`src/logic/vec_pkg.sv`:
```
`default_nettype none

// shared widths and types for the vector accumulator
package vec_pkg;

    // lane word width
    localparam int DATA_W = 16;

    // fixed lane count
    localparam int NUM_LANES = 4;

    // enough bits to index every lane
    localparam int LANE_IDX_W = 2;

    // instruction opcodes
    typedef enum logic [1:0] {
        OP_LOAD = 2'd0,
        OP_ADD  = 2'd1,
        OP_XOR  = 2'd2,
        // closes the program, lanes untouched
        OP_LAST = 2'd3
    } op_t;

    // one instruction as it arrives on the input port
    // mask bit i selects lane i
    typedef struct packed {
        op_t                   op;
        logic [NUM_LANES-1:0]  mask;
        logic [DATA_W-1:0]     imm;
    } instr_t;

    // issued lane operation, valid for a single cycle
    typedef struct packed {
        logic                  valid;
        op_t                   op;
        logic [NUM_LANES-1:0]  mask;
        logic [DATA_W-1:0]     imm;
    } lane_op_t;

endpackage

`default_nettype wire

```
`src/logic/agu.sv`:
```
`default_nettype none

// index counter from ini to fin, one step per en
module agu #(
    parameter int W = 2
) (
    input  logic         clk,
    input  logic         rst,
    input  logic [W-1:0] ini,
    input  logic [W-1:0] fin,
    input  logic         start,
    input  logic         en,
    output logic [W-1:0] data,
    output logic         last
);

    logic [W-1:0] cnt;
    // counting in progress
    logic         run;
    logic         busy;
    // start cycle already presents ini
    logic [W-1:0] base;

    assign busy = start || run;
    assign base = start ? ini : cnt;
    assign data = base;
    // final count only while counting
    assign last = busy && (base == fin);

    always_ff @(posedge clk) begin
        if (rst) begin
            cnt <= ini;
            run <= 1'b0;
        end else if (busy && en) begin
            if (base == fin) begin
                run <= 1'b0;
            end else begin
                cnt <= base + 1'b1;
                run <= 1'b1;
            end
        end else if (start) begin
            cnt <= ini;
            run <= 1'b1;
        end
    end

    a_no_restart: assert property (
        @(posedge clk) disable iff (rst) !(start && run)
    );

endmodule

`default_nettype wire

```
`src/logic/instr_issue.sv`:
```
`default_nettype none

// input stage, registers instructions and blocks input during the drain
module instr_issue (
    input  logic              clk,
    input  logic              rst,
    input  logic              in_valid,
    output logic              in_ready,
    input  vec_pkg::instr_t   in_instr,
    input  logic              drain_done,
    output vec_pkg::lane_op_t lane_op,
    output logic              prog_last
);

    // high from the OP_LAST transfer until the last beat is taken
    logic            busy;
    logic            accept;
    logic            is_last;
    // issued payload
    vec_pkg::instr_t instr_q;
    logic            op_valid;

    assign in_ready = !busy;
    assign accept   = in_valid && in_ready;
    assign is_last  = (in_instr.op == vec_pkg::OP_LAST);

    // payload capture on every transfer
    always_ff @(posedge clk) begin
        if (accept) begin
            instr_q <= in_instr;
        end
    end

    always_ff @(posedge clk) begin
        if (rst) begin
            op_valid  <= 1'b0;
            prog_last <= 1'b0;
            busy      <= 1'b0;
        end else begin
            // lane ops only for load, add and xor
            op_valid  <= accept && !is_last;
            // one-cycle marker for the stream controller
            prog_last <= accept && is_last;
            if (drain_done) begin
                busy <= 1'b0;
            end else if (accept && is_last) begin
                busy <= 1'b1;
            end
        end
    end

    assign lane_op = '{
        valid: op_valid,
        op:    instr_q.op,
        mask:  instr_q.mask,
        imm:   instr_q.imm
    };

    // the stream only drains a program that was closed here
    a_drain_when_busy: assert property (
        @(posedge clk) disable iff (rst) drain_done |-> busy
    );

endmodule

`default_nettype wire

```
`src/logic/lane_array.sv`:
```
`default_nettype none

// four accumulators behind a two-stage pipeline, plus the result read port
module lane_array (
    input  logic                            clk,
    input  logic                            rst,
    input  vec_pkg::lane_op_t               lane_op,
    input  logic                            rd_en,
    input  logic [vec_pkg::LANE_IDX_W-1:0]  rd_idx,
    output logic [vec_pkg::DATA_W-1:0]      out_data
);

    // lane state
    logic [vec_pkg::DATA_W-1:0] lanes  [vec_pkg::NUM_LANES];
    // stage one, registered op and operands
    vec_pkg::lane_op_t          s1_op;
    logic [vec_pkg::DATA_W-1:0] s1_val [vec_pkg::NUM_LANES];
    // stage two, result and write strobe per lane
    logic [vec_pkg::DATA_W-1:0] res    [vec_pkg::NUM_LANES];
    logic [vec_pkg::NUM_LANES-1:0] wr;
    // operand seen by stage one, with bypass
    logic [vec_pkg::DATA_W-1:0] fwd    [vec_pkg::NUM_LANES];

    always_comb begin
        for (int i = 0; i < vec_pkg::NUM_LANES; i++) begin
            wr[i] = s1_op.valid && s1_op.mask[i];
            // add wraps modulo 2^16 through the word width
            case (s1_op.op)
                vec_pkg::OP_LOAD: res[i] = s1_op.imm;
                vec_pkg::OP_ADD:  res[i] = s1_val[i] + s1_op.imm;
                vec_pkg::OP_XOR:  res[i] = s1_val[i] ^ s1_op.imm;
                default:          res[i] = s1_val[i];
            endcase
            // back-to-back op on the same lane takes the value being written
            fwd[i] = wr[i] ? res[i] : lanes[i];
        end
    end

    // operand stage
    always_ff @(posedge clk) begin
        s1_op.op   <= lane_op.op;
        s1_op.mask <= lane_op.mask;
        s1_op.imm  <= lane_op.imm;
        for (int i = 0; i < vec_pkg::NUM_LANES; i++) begin
            s1_val[i] <= fwd[i];
        end
        if (rst) begin
            s1_op.valid <= 1'b0;
        end else begin
            s1_op.valid <= lane_op.valid;
        end
    end

    // writeback stage
    always_ff @(posedge clk) begin
        for (int i = 0; i < vec_pkg::NUM_LANES; i++) begin
            if (rst) begin
                lanes[i] <= '0;
            end else if (wr[i]) begin
                lanes[i] <= res[i];
            end
        end
    end

    // registered read, one word per rd_en
    always_ff @(posedge clk) begin
        if (rd_en) begin
            out_data <= lanes[rd_idx];
        end
    end

endmodule

`default_nettype wire

```
`src/logic/stream_ctrl.sv`:
```
`default_nettype none

// sequences the four result beats after the end of a program
module stream_ctrl (
    input  logic                            clk,
    input  logic                            rst,
    input  logic                            prog_last,
    input  logic                            out_ready,
    output logic                            out_valid,
    output logic                            out_last,
    output logic                            rd_en,
    output logic [vec_pkg::LANE_IDX_W-1:0]  rd_idx,
    output logic                            drain_done
);

    // delay line so the lane writes before OP_LAST land first
    logic last_d1;
    logic last_d2;
    // delayed last seen while the sink stalled
    logic pending;
    // arm condition
    logic stream_ok;
    // arm seen, agu start waits for the next ready cycle
    logic ok_held;
    logic start;
    // high for the whole stream
    logic active;
    // agu at lane NUM_LANES-1
    logic lane_final;
    logic [vec_pkg::LANE_IDX_W-1:0] idx_fin;

    always_ff @(posedge clk) begin
        if (rst) begin
            last_d1 <= 1'b0;
            last_d2 <= 1'b0;
        end else begin
            last_d1 <= prog_last;
            last_d2 <= last_d1;
        end
    end

    assign stream_ok = (last_d2 || pending) && out_ready;

    // arming takes priority over holding
    always_ff @(posedge clk) begin
        if (rst) begin
            pending <= 1'b0;
        end else if (stream_ok) begin
            pending <= 1'b0;
        end else if (last_d2) begin
            pending <= 1'b1;
        end
    end

    always_ff @(posedge clk) begin
        if (rst) begin
            ok_held <= 1'b0;
        end else if (out_ready) begin
            ok_held <= stream_ok;
        end
    end

    assign start = out_ready && ok_held;

    // cleared on the read of the final lane
    always_ff @(posedge clk) begin
        if (rst) begin
            active <= 1'b0;
        end else if (rd_en && lane_final) begin
            active <= 1'b0;
        end else if (stream_ok) begin
            active <= 1'b1;
        end
    end

    // one lane read per ready cycle of the stream
    assign rd_en   = out_ready && active;
    assign idx_fin = vec_pkg::LANE_IDX_W'(vec_pkg::NUM_LANES - 1);

    agu #(
        .W(vec_pkg::LANE_IDX_W)
    ) agu_lane (
        .clk  (clk),
        .rst  (rst),
        .ini  ('0),
        .fin  (idx_fin),
        .start(start),
        .en   (out_ready),
        .data (rd_idx),
        .last (lane_final)
    );

    // valid and last track the read one cycle later, frozen on stall
    always_ff @(posedge clk) begin
        if (rst) begin
            out_valid <= 1'b0;
            out_last  <= 1'b0;
        end else if (out_ready) begin
            out_valid <= active;
            out_last  <= active && lane_final;
        end
    end

    // final beat taken
    assign drain_done = out_valid && out_last && out_ready;

    // a program end never arms over a stream still running
    a_arm_idle: assert property (
        @(posedge clk) disable iff (rst) stream_ok |-> (!active && !out_valid)
    );

endmodule

`default_nettype wire

```
`src/logic/vec_stream_top.sv`:
```
`default_nettype none

// issue, lanes, then stream controller
module vec_stream_top (
    input  logic                        clk,
    input  logic                        rst,
    input  logic                        in_valid,
    output logic                        in_ready,
    input  vec_pkg::instr_t             in_instr,
    output logic                        out_valid,
    input  logic                        out_ready,
    output logic [vec_pkg::DATA_W-1:0]  out_data,
    output logic                        out_last
);

    vec_pkg::lane_op_t              lane_op;
    logic                           prog_last;
    logic                           drain_done;
    logic                           rd_en;
    logic [vec_pkg::LANE_IDX_W-1:0] rd_idx;

    instr_issue issue0 (
        .clk       (clk),
        .rst       (rst),
        .in_valid  (in_valid),
        .in_ready  (in_ready),
        .in_instr  (in_instr),
        .drain_done(drain_done),
        .lane_op   (lane_op),
        .prog_last (prog_last)
    );

    lane_array lanes0 (
        .clk     (clk),
        .rst     (rst),
        .lane_op (lane_op),
        .rd_en   (rd_en),
        .rd_idx  (rd_idx),
        .out_data(out_data)
    );

    stream_ctrl stream0 (
        .clk       (clk),
        .rst       (rst),
        .prog_last (prog_last),
        .out_ready (out_ready),
        .out_valid (out_valid),
        .out_last  (out_last),
        .rd_en     (rd_en),
        .rd_idx    (rd_idx),
        .drain_done(drain_done)
    );

endmodule

`default_nettype wire

```
`config.mk`:
```
export PLATFORM = sky130hd
export DESIGN_NAME = vec_stream_top
export DESIGN_NICKNAME = d
export VERILOG_FILES = /design/src/logic/vec_pkg.sv /design/src/logic/agu.sv /design/src/logic/instr_issue.sv /design/src/logic/lane_array.sv /design/src/logic/stream_ctrl.sv /design/src/logic/vec_stream_top.sv
export SDC_FILE = /design/constraint.sdc
export NUM_CORES = 1
export LEC_CHECK = 0
export BUFFER_PORTS_ARGS = -buffer_cell sky130_fd_sc_hd__buf_2
export CORE_MARGIN = 2
export CORE_UTILIZATION = 40
export CTS_CLUSTER_DIAMETER = 40
export DETAILED_ROUTE_END_ITERATION = 12
export PLACE_DENSITY_LB_ADDON = 0.15
export RECOVER_POWER = 50
export SLEW_MARGIN = 30
export SYNTH_ARGS = -nofsm -noshare
export SYNTH_HDL_FRONTEND = slang
export SYNTH_SLANG_ARGS = --single-unit
```
`constraint.sdc`:
```
create_clock -name clk -period 4.8 [get_ports clk]
set_input_delay 0.96 -clock clk [delete_from_list [all_inputs] [get_ports clk]]
set_output_delay 0.96 -clock clk [all_outputs]
set_load 0.05 [all_outputs]
```
==> impl_metrics.py <==
metrics = {
    "outcome": {
        "status": "completed",
    },
    "cts": {
        "clk_path_buf_depth": 3,
        "cts_setup_buffers": 0,
        "cts_hold_buf": 0,
        "cts-resized-gates": 0,
        "numCtsBuffers": 41,
        "cts_num_sinks": 202,
        "tritoncts": "done",
        "h-tree-depth": 2,
        "clk_latency_ps": 520,
        "clock-root-buffer": "clkbuf_16",
        "clk_pin_slew_ps": 50,
    },
    "synthesis": {
        "yosysTopAreaCell": "edfxtp_1",
        "yosys_warnings": 0,
        "synth_cell_types": 65,
        "ys.flop_type": "edfxtp_1",
        "synth_seq_area_share_pct": 44.6,
        "synth_area_mm2": 0.0114,
        "netlist.area_leader.share_pct": 27.0,
        "synthTopCellsByArea": "edfxtp_1 (27%), dfxtp_1 (18%), ha_1 (6.7%)",
        "synth_edf_count": 102,
        "syn_nets": 1301,
        "ys_ff_latch": 202,
        "avgSynthCellArea_um2": 9.38,
        "netlist_instances": 1210,
        "async_reset_ff_share_pct": 0,
    },
    "timing": {
        "hold_violations": 0,
        "worst_slew_pin_slew_ps": 1410,
        "final.setup.tns_ps": 0,
        "clock_skew_ps": 18.3,
        "worst_slack_ps": 1640,
        "fin_crit_sh_pct": 65.9,
        "setup_viol": 0,
        "min_period_ps": 3160,
        "relSlewSlack_pct": 6.33,
        "rsz0062_at_grt": "false",
        "slew_viol_final": 0,
        "fmax_mhz": 316,
    },
    "global_route": {
        "antenna_found_initial": 0,
        "globalRouteTotalUtil_pct": 21.4,
        "grt-ovfl-total": 0,
        "grt_pass1_wl_um": 48700,
        "grt_max_degree": 53,
        "grt_pass1_vias": 8796,
    },
    "cells_and_area": {
        "area_growth_pct": 17.4,
        "final_common_cell": "nand2_1",
        "regArea_mm2": 0.00507,
        "fillCellCount": 2626,
        "drive_above_1_share_pct": 12.4,
        "stdcell_count": 1656,
        "final_nets": 1336,
        "antennaDiodeCount": 0,
        "multi_input_area_mm2": 0.00594,
        "layout_common_cells": "nand2_1 (167), nor2_1 (119), edfxtp_1 (102)",
    },
    "floorplanning": {
        "die_y_um": 172,
        "start_util_pct": 40.7,
        "core_area_mm2": 0.0279,
        "die_x_um": 172,
        "boundaryPins": 45,
        "row_count": 61,
        "die_area_mm2": 0.0297,
    },
    "critical_path": {
        "worstReg2RegEnd": "lanes0.lanes[2][14]",
        "crit_arrival_ps": 3410,
        "worstSetupEndpoint": "lanes0.lanes[2][14]",
        "slowest_stage": "clkbuf_1",
        "start_kind": "flip-flop",
        "worstPathMaxFanout": 25,
        "max_stage_delay_ps": 1000,
        "crit_top_cell": "nor2_1",
        "r2r_cells": 9,
        "reg2reg_slack_ps": 1640,
        "critPathRequiredTime_ps": 5050,
        "criticalPathCategory": "reg -> reg",
        "cp-end-kind": "flip-flop",
        "critical_path.startpoint": "lanes0.s1_op[21]",
        "cp_cell_sequence": "buf_4 > nand2b_1 > clkbuf_1 > nor2_1 > nand2_1 > or2_2 > nor3_1 > nor4_1 > nor2_1",
        "r2r-start": "lanes0.s1_op[21]",
    },
    "pwr": {
        "power_density_mw_per_mm2": 424,
        "ir_drop_mv": 0.288,
        "total_power_mw": 5.65,
        "power.leakage_nw": 5.31,
    },
    "placed_design": {
        "place_congestion": 0.894,
        "pre_cts_ws_ps": 1240,
        "numPortBuffers": 44,
        "dp.cells": 1580,
        "dp_hpwl_um": 22300,
    },
    "drt": {
        "drc": 0,
        "first_pass_iters": 7,
        "finalWirelength_um": 31200,
        "ant_nets": 0,
        "drt_iter0_markers": 737,
        "dr_total_vias": 9366,
        "post_drt_wl_per_cell_um": 18.9,
        "routed_via_density": 5.66,
    },
    "job": {
        "maxCapViolCount": 0,
    },
    "min_path": {
        "min_path_type": "reg -> reg",
    },
}
-- how the worst min path moves through the flow --
stage,from,end,cells after the start
after floorplan,issue0.lane_op[0],lanes0.s1_op[0],0
after global placement,issue0.lane_op[0],lanes0.s1_op[0],0
after detailed placement,issue0.lane_op[16],lanes0.s1_op[16],0
after CTS,issue0.lane_op[16],lanes0.s1_op[16],0
after global routing,issue0.lane_op[16],lanes0.s1_op[16],0
final,issue0.lane_op[16],lanes0.s1_op[16],0
-- critical path, delay by kind of cell, from the launching register on --
family / cells / cell delay [ps]
simple gates: 7 / 1130
flops: 1 / 370
buf+inv: 2 / 1400
-- kinds of logic (layout without fill, tap and decap cells) --
logic type,Yosys count,in the layout,synth area share [%]
adder cells (fa/ha/maj),65,65,7.43
flip-flops,202,202,44.6
multiplexers,59,59,6.47
AO/OA/AOI/OAI,342,342,19.2
buffers and inverters,92,160,3.10
AND/OR/NAND/NOR,413,413,16.3
XOR/XNOR,37,37,2.85
-- registers in the layout, indices dropped and copies added, names as in the netlist --
name	flops
issue0.busy	1
issue0.lane_op	22
issue0.op_valid	1
issue0.prog_last	1
lanes0.lanes	64
lanes0.out_data	16
lanes0.s1_op	23
lanes0.s1_val	64
stream0.active	1
stream0.agu_lane.cnt	2
stream0.agu_lane.run	1
stream0.last_d1	1
stream0.last_d2	1
stream0.ok_held	1
stream0.out_last	1
stream0.out_valid	1
stream0.pending	1
-- cells in the mapped netlist (5+ instances only) --
cell / number
o221ai_1: 5
nor3b_1: 6
o22ai_1: 18
a21o_1: 24
o31ai_1: 9
nor2_1: 119
xnor2_1: 20
ha_1: 61
nand3_1: 17
buf_2: 5
a311oi_1: 6
dfxtp_1: 100
nor3_1: 22
xor2_1: 17
nor2b_1: 28
mux4_2: 9
clkbuf_1: 54
edfxtp_1: 102
mux2_2: 21
o211ai_1: 10
nand4_1: 11
buf_1: 7
o21ai_1: 11
o21ai_0: 67
mux2i_1: 28
a221oi_1: 13
nand2_1: 167
a211oi_1: 22
a21oi_1: 82
inv_1: 25
or2_2: 6
o21a_1: 10
a31oi_1: 34
nand2b_1: 11
and2_1: 7
-- through the flow --
step / hold slack [ps] / utilization [%] / area [µm²]
detailed placement: 327 / 42.8 / 11900
global placement: 325 / 42.8 / 11900
floorplan: 323 / - / 11400
global route: 341 / 47.8 / 13300
CTS: 338 / 47.9 / 13400
finish: 337 / 47.8 / 13300
-- routing by layer --
| metal | track usage (%) | part of all wire (%) | vias to the layer above | routed length, µm |
|---|---|---|---|---|
| met5 | 0 | 0 | - | 0 |
| li1 | - | - | 4560 | - |
| met1 | 30.9 | 48 | 4471 | 14900 |
| met3 | 3.34 | 6.2 | 61 | 1920 |
| met4 | 7.27 | 2.4 | 0 | 752 |
| met2 | 32.5 | 44 | 274 | 13700 |
-- cell type report --
type	count	area share, %
timing repair buffer	58	2.22
sequential	202	38.1
clock inverter	30	2.41
multi-input combinational	916	44.6
tap	378	3.55
clock buffer	46	8.40
inverter	26	0.733
-- power by group --
part,switching [mW],internal [mW],total (mW)
Clock,1.04,1.89,2.93
Sequential,0.0829,1.90,1.99
Combinational,0.431,0.299,0.730
Total,1.56,4.09,5.65
Power figures use the tool's default switching activity.
